[config.mk]
export PLATFORM = sky130hd
export DESIGN_NAME = pdm_modulator
export DESIGN_NICKNAME = d
export VERILOG_FILES = /design/src/hw/synth_pkg.sv /design/src/hw/pdm_modulator.sv
export SDC_FILE = /design/constraint.sdc
export NUM_CORES = 1
export LEC_CHECK = 0
export BUFFER_PORTS_ARGS = -buffer_cell sky130_fd_sc_hd__buf_2
export CAP_MARGIN = 20
export CORE_MARGIN = 8
export CORE_UTILIZATION = 56
export CTS_BUF_LIST = sky130_fd_sc_hd__clkbuf_8
export DETAILED_ROUTE_END_ITERATION = 8
export PLACE_DENSITY = 0.77
export SLEW_MARGIN = 40
export SYNTH_ARGS = -nofsm -noshare
export SYNTH_HDL_FRONTEND = slang
export SYNTH_SLANG_ARGS = --single-unit
export TNS_END_PERCENT = 50
[constraint.sdc]
create_clock -name clk_100mhz -period 5.6 [get_ports clk_100mhz]
set_input_delay 0.56 -clock clk_100mhz [delete_from_list [all_inputs] [get_ports clk_100mhz]]
set_output_delay 0.56 -clock clk_100mhz [all_outputs]
set_load 0.01 [all_outputs]
[src/hw/sine_quarter.hex]
// One column: quarter-wave sine magnitude above midscale, 64 entries, address 0 first
0192
04B6
07D9
0AFB
0E1C
113A
1455
176E
1A82
1D93
209F
23A6
26A8
29A3
2C99
2F87
326E
354D
3824
3AF3
3DB8
4074
4325
45CD
4869
4AFB
4D81
4FFB
5268
54C9
571D
5964
5B9C
5DC7
5FE3
61F0
63EE
65DD
67BC
698B
6B4A
6CF8
6E96
7022
719D
7307
745F
75A5
76D8
77FA
7909
7A05
7AEE
7BC5
7C88
7D38
7DD5
7E5F
7ED5
7F37
7F86
7FC1
7FE9
7FFD

[src/hw/synth_pkg.sv]
`default_nettype none

package synth_pkg;

   ////////////////////////////////////////
   // Sizes
   ////////////////////////////////////////

   localparam int NUM_NOTES      = 24;
   localparam int NUM_VOICES     = 8;
   localparam int NOTES_PER_WAVE = 8;
   localparam int SAMPLE_W       = 16;
   localparam int PHASE_W        = 32;
   localparam int SINE_ADDR_W    = 8;   // Top phase bits for one full cycle
   localparam int QUARTER_DEPTH  = 64;
   localparam int SAMPLE_DIV     = 32;  // Clocks per sample tick
   localparam int RECIP_W        = 9;
   localparam int SUM_W          = SAMPLE_W + $clog2(NUM_VOICES);

   localparam string SINE_FILE = "/design/src/hw/sine_quarter.hex";

   typedef logic [SAMPLE_W-1:0] sample_t;
   typedef logic [PHASE_W-1:0]  phase_t;
   typedef logic [4:0]          note_idx_t;
   typedef logic [3:0]          voice_count_t;  // 0 to NUM_VOICES

   typedef enum logic [1:0] {
      wave_sine,
      wave_saw,
      wave_square
   } waveform_e;

   ////////////////////////////////////////
   // Tables
   ////////////////////////////////////////

   // Equal tempered, two octaves from 2^24
   localparam phase_t NOTE_STEP [NUM_NOTES] = '{
      32'd16777216, 32'd17774841, 32'd18831789, 32'd19951584,
      32'd21137967, 32'd22394897, 32'd23726568, 32'd25137422,
      32'd26632171, 32'd28215801, 32'd29893599, 32'd31671166,
      32'd33554432, 32'd35549682, 32'd37663578, 32'd39903168,
      32'd42275934, 32'd44789794, 32'd47453136, 32'd50274844,
      32'd53264342, 32'd56431602, 32'd59787198, 32'd63342332
   };

   // Roughly 256/count, indexed by voice count
   localparam logic [RECIP_W-1:0] MIX_RECIP [NUM_VOICES+1] = '{
      9'd0, 9'd255, 9'd128, 9'd85, 9'd64, 9'd51, 9'd42, 9'd36, 9'd32
   };

endpackage

`default_nettype wire

[src/hw/pdm_modulator.sv]
`default_nettype none

module pdm_modulator
   import synth_pkg::*;
(
   input  wire           clk_100mhz,
   input  wire           sys_rst,
   input  wire sample_t  sample,
   input  wire           sample_valid,
   output logic          spk
);

   sample_t hold_q;
   sample_t acc_q;   // Sigma-delta error accumulator

   always_ff @(posedge clk_100mhz) begin
      if (sys_rst) begin
         hold_q <= '0;
         acc_q  <= '0;
         spk    <= 1'b0;
      end else begin
         if (sample_valid) begin
            hold_q <= sample;
         end
         // Carry out is the one-bit density output
         {spk, acc_q} <= {1'b0, acc_q} + {1'b0, hold_q};
      end
   end

endmodule

`default_nettype wire

# Word-level counts from Yosys, hierarchy flattened
# Cells that the tools add are included.
[totals]
output_inout_bits = 1
reg_bits = 33
[op_classes]
n_addsub = 1
[op_table]
columns = ["cell", "count"]
rows = [
  ["adder 16 x 16 -> 17 bit", 1],
]

# Logic depth before layout (Yosys ltp)
# Gate-level depths: netlist (run 1).
[logic_depth]
depth_word = 1
depth_mapped = 7
ltp_nobuf = 7

# Worst setup path after synthesis (run 1)
# OpenSTA, ideal clock, no wires.
[synth_timing]
kind = "reg-to-reg"
start = "register hold_q[0]"
end = "register acc_q[14]"
stages_incl_launch_ff = 8
arrival_time_ns = 2.063
path_buffers = 0
path_slack_ns = 3.413
cell_sequence = "dfxtp_1 -> ha_1 -> fa_1 -> a21o_1 -> a311oi_2 -> nor2_2 -> a211oi_2 -> mux2_1"
[synth_via]
elab_chain_len = 1
[synth_lines]
columns = ["item", "line_no", "rtl"]
rows = [
  ["from (decl)", "pdm_modulator.sv:13", "sample_t hold_q;"],
  ["from (signal assigned)", "pdm_modulator.sv:23", "hold_q <= sample;"],
  ["adder 16 x 16 -> 17 bit", "pdm_modulator.sv:26", "{spk, acc_q} <= {1'b0, acc_q} + {1'b0, hold_q};"],
  ["to (signal assigned)", "pdm_modulator.sv:26", ""],
  ["to (decl)", "pdm_modulator.sv:14", "sample_t acc_q;"],
]
# No other way between the ends.
# A chain may end at the register's enable or synchronous reset.

# Final worst setup path (run 1)
# Same ends and word-level chain as after synthesis.

==> results of run 1 <==
[report_power, final]
part / internal, mW / leakage (nW) / switching [mW]
combinational: 0.0761 / 0.637 / 0.101
clock: 0.0954 / 0.0485 / 0.0761
sequential: 0.265 / 0.272 / 0.0118
total: 0.437 / 0.957 / 0.189
[routing by layer]
metal,vias up,part of all wire [%]
li1,743,-
met1,688,47
met2,23,47
met3,6,4.9
met4,0,1.2
met5,-,0
[layout by cell type (no fill, tap or decap), types with 4 or more instances in the layout]
cell,instances
a21oi_1,15
nand4_1,4
nand2_1,10
mux2i_1,16
a21o_1,6
nor3_1,4
buf_2,19
inv_1,5
ha_1,16
nor2_1,34
dfxtp_1,33
mux2_1,4
nor2b_1,7
clkbuf_8,6
[path summary, 6_finish.rpt]
kind / startpoint / endpoint / cells after the start
worst min register to register: hold_q[3] / hold_q[3] / 2
worst max register to register: hold_q[0] / acc_q[14] / 7
worst max-delay path: hold_q[0] / acc_q[14] / 7
worst min-delay path: hold_q[3] / hold_q[3] / 2
[state kept, by name (all words and copies together) (netlist names)]
| signal | count |
|---|---|
| acc_q | 16 |
| hold_q | 16 |
| spk | 1 |
[worst max-delay path: cells and delay by family (launching register included)]
family | cells | cell delay (ns)
AO/OA/AOI/OAI | 3 | 0.84
adder cells (fa/ha/maj) | 2 | 0.65
multiplexers | 1 | 0.33
flip-flops | 1 | 0.31
AND/OR/NAND/NOR | 1 | 0.09
[cells by family (layout without fill, tap and decap cells)]
family	after synthesis	in the layout
AOI/OAI and AO/OA	43	43
muxes	21	21
adders and majority gates	17	17
buffers and inverters	13	30
DFF	33	33
xor gates and xnor gates	5	5
and+or+nand+nor	68	68
[per-stage QoR]
| step | area [µm²] | worst slack, ns | hold WS [ns] | total power [mW] |
|---|---|---|---|---|
| 6_report | 2020 | 3.26 | 0.508 | 0.626 |
| 2_1_floorplan | 1820 | 3.41 | 0.467 | 0.420 |
| 3_5_place_dp | 1930 | 3.27 | 0.500 | 0.456 |
| 5_1_grt | 2020 | 3.12 | 0.523 | 0.666 |
| 4_1_cts | 2020 | 3.25 | 0.513 | 0.630 |
| 3_3_place_gp | 1930 | 3.32 | 0.482 | 0.449 |
[area by class of cell]
type | count | area (µm²)
clock inverter | 1 | 3.75
inverter | 4 | 15.0
clock buffer | 6 | 82.6
tap | 44 | 55.1
sequential | 33 | 661
fill | 271 | 1060
timing repair buffer | 19 | 95.1
multi-input combinational | 154 | 1100
==> results by group, run 1 <==
Synth
  – Simple-gate share of the synthesized area: 17.8%
  – Top FF cell, synth: dfxtp_1
  – Most frequent cell after synthesis: nor2_1
  – Compound-Gate Fraction of Synth Area: 16.4%
  – Post-Syn Instances: 200
  – Xor-xnor portion of the synthesized cell area: 2.41%
  – Post-synth EDFFs: 0
  – Post-synthesis cell area: 1820 µm²
  – Post-Synth Adder-Cell Area: 12.1%
  – Mux contribution to synthesized area: 12.1%
  – Largest family of logic cells by synthesized area: simple AND/OR/NAND/NOR gates
  – Top cells by area, synth: dfxtp_1, ha_1, mux2i_1
  – Sequential-to-total area share from yosys stat: 36.4%
  – Cell variety after synth: 41
  – Post-synth top area cell: dfxtp_1
  – Synth top area share: 36.4%
  – Flops & latches, synth: 33
  – Ys async rst share: 0%
  – Synth top cells by count: nor2_1, dfxtp_1, ha_1, mux2i_1, a21oi_1
  – Synth warn: 0
  – Mapped Nets: 236
  – Syn_area_per_cell: 9.08 µm²

Timing
  – Fmax: 427 MHz
  – Final Max Slew Viols: 0
  – Finish-stage setup viols: 0
  – Final hold viol count: 0
  – RSZ-0062 raised after global routing: no
  – Worst clock skew: 0.00693 ns
  – Relative slew slack: 52.3%
  – Fin crit share: 41.9%
  – Final min period: 2.34 ns
  – Setup TNS: 0 ns
  – Measured slew at the worst slew-check pin: 0.715 ns

Floorplanning
  – # rows: 20
  – Core ar.: 3080 µm²
  – Initial Util: 59.0%
  – Top Ports: 20
  – Die Width: 72.9 µm
  – Die Height: 72.9 µm
  – Die area: 5320 µm²

Global route
  – Met1 GRT Util: 16.3%
  – Global router's overall resource usage: 14.3%
  – Largest net degree at the start of global routing: 43
  – Vias in the first global route: 1440
  – Gr ovfl total: 0
  – Met2 GRT Util: 24.2%
  – Met3 Resource Use GR: 4.81%
  – Initial antenna violation count: 0
  – Gr busiest metal: met2
  – First-pass GRT wire length: 6180 µm

Clocking
  – Num CTS Buffers: 5
  – CTS Hold Buffers Added: 0
  – Post-CTS Setup Bufs: 0
  – Post_cts resized: 0
  – Worst skew pair latency: 0.28 ns
  – CTS clk-pin slew, worst paths: 0.06 ns
  – CTS Buffer Depth: 2
  – CTS tree: done
  – CTS root buf: clkbuf_8
  – Clk sinks: 33
  – Htree depth: 2

Drt
  – Vias: 1460
  – Vias per inst: 5.59
  – Residual DRC: 0
  – ANT nets after route: 0
  – DR iter-0 viols: 96
  – Total Routed Length: 3490 µm
  – Drt first pass iters: 4
  – Wire length per cell: 13.4 µm

Critical path
  – Crit-path cells: ha_1 > fa_1 > a21o_1 > a311oi_2 > nor2_2 > a211oi_2 > mux2_1
  – Crit. End Element: flop
  – CP max stage cell: fa_1
  – Slowest Stage Delay on Critical Path: 0.42 ns
  – CP Max Fanout: 4
  – CP startpoint kind: flop
  – Worst path arrival time: 2.51 ns
  – WS Path Type: flop to flop
  – Worst reg-to-reg setup slack: 3.26 ns
  – Crit path required time: 5.76 ns

Layout
  – Share of cells above drive strength 1: 15.2%
  – Area grow syn2layout: 11.1%
  – # diodes: 0
  – Non-Filler Instances: 261
  – Final Core Density: 65.5%
  – Fin nets: 253

Power
  – P_leak: 0.957 nW
  – Pwr/cell area: 311 nW/µm²
  – VDD IR-drop max: 0.187 mV

Placement
  – DP HPWL: 2610 µm
  – Quantity of I/O buffers inserted on ports: 19
  – Dpl cells: 254
  – Routability cong.: 0.878

Run
  – Max-Cap Viols: 0

Run status
  – Status: finished, final reports clean

Hold path
  – Min-delay worst type: flop to flop
No activity file was read; power rests on OpenSTA's default activity.
==> run 2, diff against run 1 <==
clock period = 2.4 ns   (was 5.6 ns; I/O delays follow)
==> run 2 against run 1 <==
Final area is 2.2% higher. Worst hold slack worse by 0.33 ns. Critical path depth stayed put. First-iteration DRC count is 15% lower. Non-clock buffer count is 2 higher. Register-to-register slack worse by 3.1 ns. Wire length is 4.3% higher. Sequential power is 130% higher. Cell count is 0.77% higher. Clock power grew to 2.9 times the previous value. Sequential share of layout area is 0.70 points lower. Largest power group unchanged.
==> results by group, run 2 (synthesis results as in run 1) <==
Layout
  – Top Registers: acc_q x16, hold_q x16, spk x1
  – Multi-input gate area: 1120 µm² (+1.0%)
  – Most frequent cells in the layout: nor2_1, dfxtp_1, buf_2
  – Non-Filler Instances: 263 (+0.77%)
  – Final Core Density: 67.0% (+1.4 points)
  – # diodes: 0 (unchanged)
  – Area grow syn2layout: 13.5%
  – Fin nets: 255 (+0.79%)
  – Share of cells above drive strength 1: 16.4% (+1.2 points)
  – Commonest non-fill, non-tap cell in the layout: nor2_1
  – Filler cells: 257 (-5.2%)
  – Reg area: 661 µm² (unchanged)

Floorplanning
  – Die Height: 72.9 µm (unchanged)
  – Die area: 5320 µm² (unchanged)
  – # rows: 20 (unchanged)
  – Die Width: 72.9 µm (unchanged)
  – Core ar.: 3080 µm² (unchanged)
  – Top Ports: 20 (unchanged)
  – Initial Util: 59.0% (unchanged)

Timing
  – Final Max Slew Viols: 0 (unchanged)
  – Relative slew slack: 67.1% (+15 points)
  – Setup TNS: 0 ns (unchanged)
  – Hold slack: 0.180 ns (-0.327 ns)
  – Worst clock skew: 0.00131 ns (-0.00562 ns)
  – Fin crit share: 95.2% (+53 points)
  – Finish-stage setup viols: 0 (unchanged)
  – Final hold viol count: 0 (unchanged)
  – Fmax: 438 MHz (+2.6%)
  – Final min period: 2.28 ns (-0.0591 ns)
  – RSZ-0062 raised after global routing: no
  – Measured slew at the worst slew-check pin: 0.488 ns (-0.227 ns)

Clocking
  – CTS clk-pin slew, worst paths: 0.06 ns (about the same)
  – Htree depth: 2 (unchanged)
  – Worst skew pair latency: 0.29 ns (about the same)
  – Clk sinks: 33 (unchanged)
  – CTS Buffer Depth: 2 (unchanged)
  – Num CTS Buffers: 5 (unchanged)
  – CTS root buf: clkbuf_8
  – CTS tree: done

Critical path
  – CP max stage cell: fa_1
  – WS Path Type: flop to flop
  – Crit. End Element: flop
  – Worst reg-to-reg setup slack: 0.12 ns (-3.14 ns)
  – Worst path arrival time: 2.46 ns (-0.05 ns)
  – Crit-path cells: ha_1 > fa_1 > a21o_1 > a311oi_4 > nor2_2 > a211oi_2 > mux2_1
  – Crit path required time: 2.58 ns (-3.18 ns)
  – CP startpoint kind: flop
  – CP Max Fanout: 4 (unchanged)
  – Slowest Stage Delay on Critical Path: 0.42 ns (about the same)
  – Reg2reg path depth: 7 (unchanged)

Drt
  – Residual DRC: 0 (unchanged)
  – ANT nets after route: 0 (unchanged)
  – Wire length per cell: 13.8 µm (+3.5%)
  – Vias per inst: 5.61 (+0.26%)
  – Vias: 1475 (+1.0%)
  – Total Routed Length: 3640 µm (+4.3%)
  – DR iter-0 viols: 82 (-15%)
  – Drt first pass iters: 4 (unchanged)

Power
  – VDD IR-drop max: 0.520 mV (+180%)
  – P_leak: 0.975 nW (+1.8%)
  – Pwr/cell area: 763 nW/µm² (+150%)

Placement
  – DP HPWL: 2680 µm (+2.5%)
  – Quantity of I/O buffers inserted on ports: 19 (unchanged)
  – Dpl cells: 255 (+0.39%)
  – Routability cong.: 0.887 (+1.0%)

Global route
  – Largest net degree at the start of global routing: 23 (-47%)
  – Initial antenna violation count: 0 (unchanged)
  – Vias in the first global route: 1469 (+2.0%)
  – Gr ovfl total: 0 (unchanged)
  – First-pass GRT wire length: 6400 µm (+3.6%)
  – Global router's overall resource usage: 15.2% (+0.88 points)

Run
  – Max-Cap Viols: 0 (unchanged)

Hold path
  – Min-delay worst type: primary input to flop
  – WHS Path Cells: 3 (+1)

Run status
  – Status: finished, final reports clean
## run 2: cell types whose count changed in the layout (fill, tap and decap cells not counted)
cell,change
clkbuf_8,-1
a311oi_2,-1
clkinv_2,+1
a311oi_4,+1
inv_1,-1
buf_4,+2
bufinv_16,+1
## run 2: per-stage QoR
step           instance area (µm²)  power (mW)  setup slack [ns]
6_report                      2060        1.57             0.115
5_1_grt                       2060        1.66           0.00983
4_1_cts                       2040        1.57            0.0215
3_5_place_dp                  1940        1.07            0.0438
3_3_place_gp                  1940        1.05             0.120
2_1_floorplan                 1820       0.980             0.213
## run 2: final timing paths
kind,start,to
max,hold_q[0],acc_q[14]
min,sample[6],hold_q[6]
max reg2reg,hold_q[0],acc_q[14]
min reg2reg,hold_q[9],hold_q[9]
## run 2: area by class of cell
cell class | instances | share of cell area, %
Clock buffer | 5 | 3.34
Clock inverter | 2 | 1.70
Inverter | 4 | 0.729
Multi-Input combinational cell | 154 | 54.2
Sequential cell | 33 | 32.1
Tap cell | 44 | 2.67
Timing Repair Buffer | 21 | 5.34
## run 2: per-layer routing
layer / wire [µm] / up-vias / GRT usage [%] / part of all wire, %
met1: 1710 / 681 / 17.2 / 47
li1: - / 750 / - / -
met4: 58 / 0 / 7.33 / 1.6
met3: 216 / 8 / 5.91 / 5.9
met2: 1650 / 36 / 24.3 / 45
met5: 0 / - / 0 / 0
## run 2: power breakdown
part / internal (mW) / leakage [nW] / switching, mW / total, mW
Clock: 0.301 / 0.0540 / 0.201 / 0.502
Sequential: 0.619 / 0.272 / 0.0266 / 0.645
Combinational: 0.181 / 0.648 / 0.243 / 0.424
Total: 1.10 / 0.975 / 0.470 / 1.57
## run 2: repair_timing
action                                 CTS  global route
buffers inserted                         0             1
setup endpoints to repair                0             3
gates resized for setup                  0             1
endpoints found under the hold margin    0             0
hold buffers                             0             0
## run 2: worst max-delay path, delay by kind of cell (launching register included)
kind                       cells  cell delay [ns]
AOI/OAI and AO/OA              3             0.77
DFF                            1             0.32
and+or+nand+nor                1             0.10
adders and majority gates      2             0.65
muxes                          1             0.34
==> run 3, diff against run 2 <==
CELL_PAD_IN_SITES_DETAIL_PLACEMENT = 1   (was not set)
CELL_PAD_IN_SITES_GLOBAL_PLACEMENT = 1   (was not set)
CORE_UTILIZATION = 46   (was 56)
PLACE_DENSITY = not set   (was 0.77)
PLACE_DENSITY_LB_ADDON = 0.1   (was not set)
SETUP_SLACK_MARGIN = 0.2   (was not set)
==> run 3 against run 2 <==
Total power decreased by 4.6%. Largest cell class unchanged. Clock skew increased by 0.0068 ns. Largest power group unchanged. Combinational power is 2% higher. Critical endpoint is now acc_q[8]. Highest routed layer unchanged.
==> results by group, run 3 (synthesis results as in run 1) <==
Timing
  – Setup TNS: 0 ns (unchanged)
  – Worst clock skew: 0.00812 ns (+0.00681 ns)
  – Final min period: 2.23 ns (-0.0571 ns)
  – Final hold viol count: 0 (unchanged)
  – Relative slew slack: 63.0% (-4.1 points)
  – Final Max Slew Viols: 0 (unchanged)
  – Finish-stage setup viols: 0 (unchanged)
  – Measured slew at the worst slew-check pin: 0.550 ns (+0.0615 ns)
  – Fin crit share: 92.8% (-2.4 points)
  – RSZ-0062 raised after global routing: yes
  – Fmax: 449 MHz (+2.6%)

Run
  – Max-Cap Viols: 0 (unchanged)

Critical path
  – Crit path required time: 2.58 ns (about the same)
  – WS Path Type: flop to flop
  – Worst path arrival time: 2.40 ns (-0.06 ns)
  – CP max stage cell: a311oi_4
  – CP Max Fanout: 4 (unchanged)
  – Crit path max-delay family: compound AO/OA/AOI/OAI gates
  – CP startpoint kind: flop
  – Slowest Stage Delay on Critical Path: 0.38 ns (-0.04 ns)
  – Crit-path cells: ha_4 > fa_2 > a21o_1 > a311oi_4 > o21bai_1 > a21oi_2 > mux2_1
  – Buf/Inv on CP: 0 (unchanged)
  – Crit. End Element: flop

Placement
  – Quantity of I/O buffers inserted on ports: 19 (unchanged)
  – Routability cong.: 0.800 (-9.8%)
  – DP HPWL: 3280 µm (+23%)

Drt
  – Total Routed Length: 4360 µm (+20%)
  – Wire length per cell: 16.0 µm (+16%)
  – Drt first pass iters: 4 (unchanged)
  – Vias: 1493 (+1.2%)
  – Residual DRC: 0 (unchanged)
  – ANT nets after route: 0 (unchanged)
  – DR iter-0 viols: 64 (-22%)
  – Vias per inst: 5.49 (-2.1%)

Floorplanning
  – Die Width: 78.8 µm (+8.1%)
  – Die area: 6210 µm² (+17%)
  – Core ar.: 3880 µm² (+26%)
  – Top Ports: 20 (unchanged)
  – Initial Util: 46.7% (-12 points)
  – # rows: 23 (+15%)
  – Die Height: 78.8 µm (+8.1%)

Global route
  – Global router's overall resource usage: 14.6% (-0.59 points)
  – First-pass GRT wire length: 7330 µm (+15%)
  – Largest net degree at the start of global routing: 29 (+26%)
  – Gr ovfl total: 0 (unchanged)
  – Vias in the first global route: 1628 (+11%)
  – Initial antenna violation count: 0 (unchanged)

Layout
  – Share of cells above drive strength 1: 19.4% (+2.9 points)
  – Most frequent cells in the layout: nor2_1, dfxtp_1, buf_2
  – Area grow syn2layout: 15.4%
  – Commonest non-fill, non-tap cell in the layout: nor2_1
  – Fin nets: 258 (+1.2%)
  – Filler cells: 468 (+82%)
  – Final Core Density: 53.9% (-13 points)
  – # diodes: 0 (unchanged)
  – Top Registers: acc_q x16, hold_q x16, spk x1

Clocking
  – Num CTS Buffers: 5 (unchanged)
  – CTS Buffer Depth: 2 (unchanged)
  – Htree depth: 2 (unchanged)
  – Worst skew pair latency: 0.28 ns (about the same)
  – CTS root buf: clkbuf_8
  – CTS clk-pin slew, worst paths: 0.07 ns (about the same)
  – CTS tree: done
  – Clk sinks: 33 (unchanged)

Run status
  – Status: finished, final reports clean

Power
  – VDD IR-drop max: 0.362 mV (-31%)
  – Tot Pwr: 1.50 mW (-4.6%)
  – Pwr/cell area: 716 nW/µm² (-6.2%)
  – P_leak: 0.984 nW (+0.96%)

Hold path
  – Min-delay worst type: primary input to flop
-- run 3: worst register-to-register path: stages (launching register included) --
cell	delay, ns
dfxtp_2	0.33
ha_4	0.16
fa_2	0.34
a21o_1	0.22
a311oi_4	0.38
o21bai_1	0.16
a21oi_2	0.20
mux2_1	0.33
-- run 3: through the flow --
stage	std cells	area [µm²]	hold slack (ns)	worst slack (ns)
5_1_grt	272	2090	0.201	0.0856
4_1_cts	271	2080	0.190	0.203
3_5_place_dp	261	1950	0.489	0.0378
3_3_place_gp	261	1950	0.474	0.0965
6_report	272	2090	0.192	0.172
2_1_floorplan	200	1820	0.387	0.213
-- run 3: where the power goes --
| part | total, mW | internal, mW | leakage (nW) | switching [mW] |
|---|---|---|---|---|
| sequential | 0.651 | 0.620 | 0.273 | 0.0310 |
| combinational | 0.434 | 0.183 | 0.663 | 0.251 |
| clock | 0.414 | 0.223 | 0.0485 | 0.191 |
| total | 1.50 | 1.03 | 0.984 | 0.473 |
-- run 3: layer usage --
layer	part of all wire, %	vias up	global-route usage [%]
met5	0	-	0
met4	1.4	0	5.00
met3	2.2	5	3.84
met2	54	11	26.7
met1	43	723	15.8
li1	-	754	-
-- run 3: worst paths after layout --
kind,from,to,slack [ns],cells past startpoint
worst max-delay path,hold_q[0],acc_q[8],0.17,7
worst min-delay path,sample[9],hold_q[9],0.19,3
worst max register to register,hold_q[0],acc_q[8],0.17,7
worst min register to register,hold_q[4],hold_q[4],0.51,2
-- run 3: final cells by class --
| cell class | count | area (µm²) | share of cell area (%) |
|---|---|---|---|
| clock buffer | 6 | 82.6 | 3.94 |
| clock inverter | 1 | 3.75 | 0.179 |
| inverter | 4 | 15.0 | 0.717 |
| multi-input combinational | 154 | 1130 | 54.2 |
| sequential | 33 | 663 | 31.7 |
| tap | 50 | 62.6 | 2.99 |
| timing repair buffer | 24 | 133 | 6.33 |
-- run 3: what timing repair did --
item,in CTS,in global routing
pin swaps,7,5
setup endpoints to repair,3,3
resized for setup,5,2
setup buffers,3,1
hold endpoints to repair,0,0
hold buffers,0,0
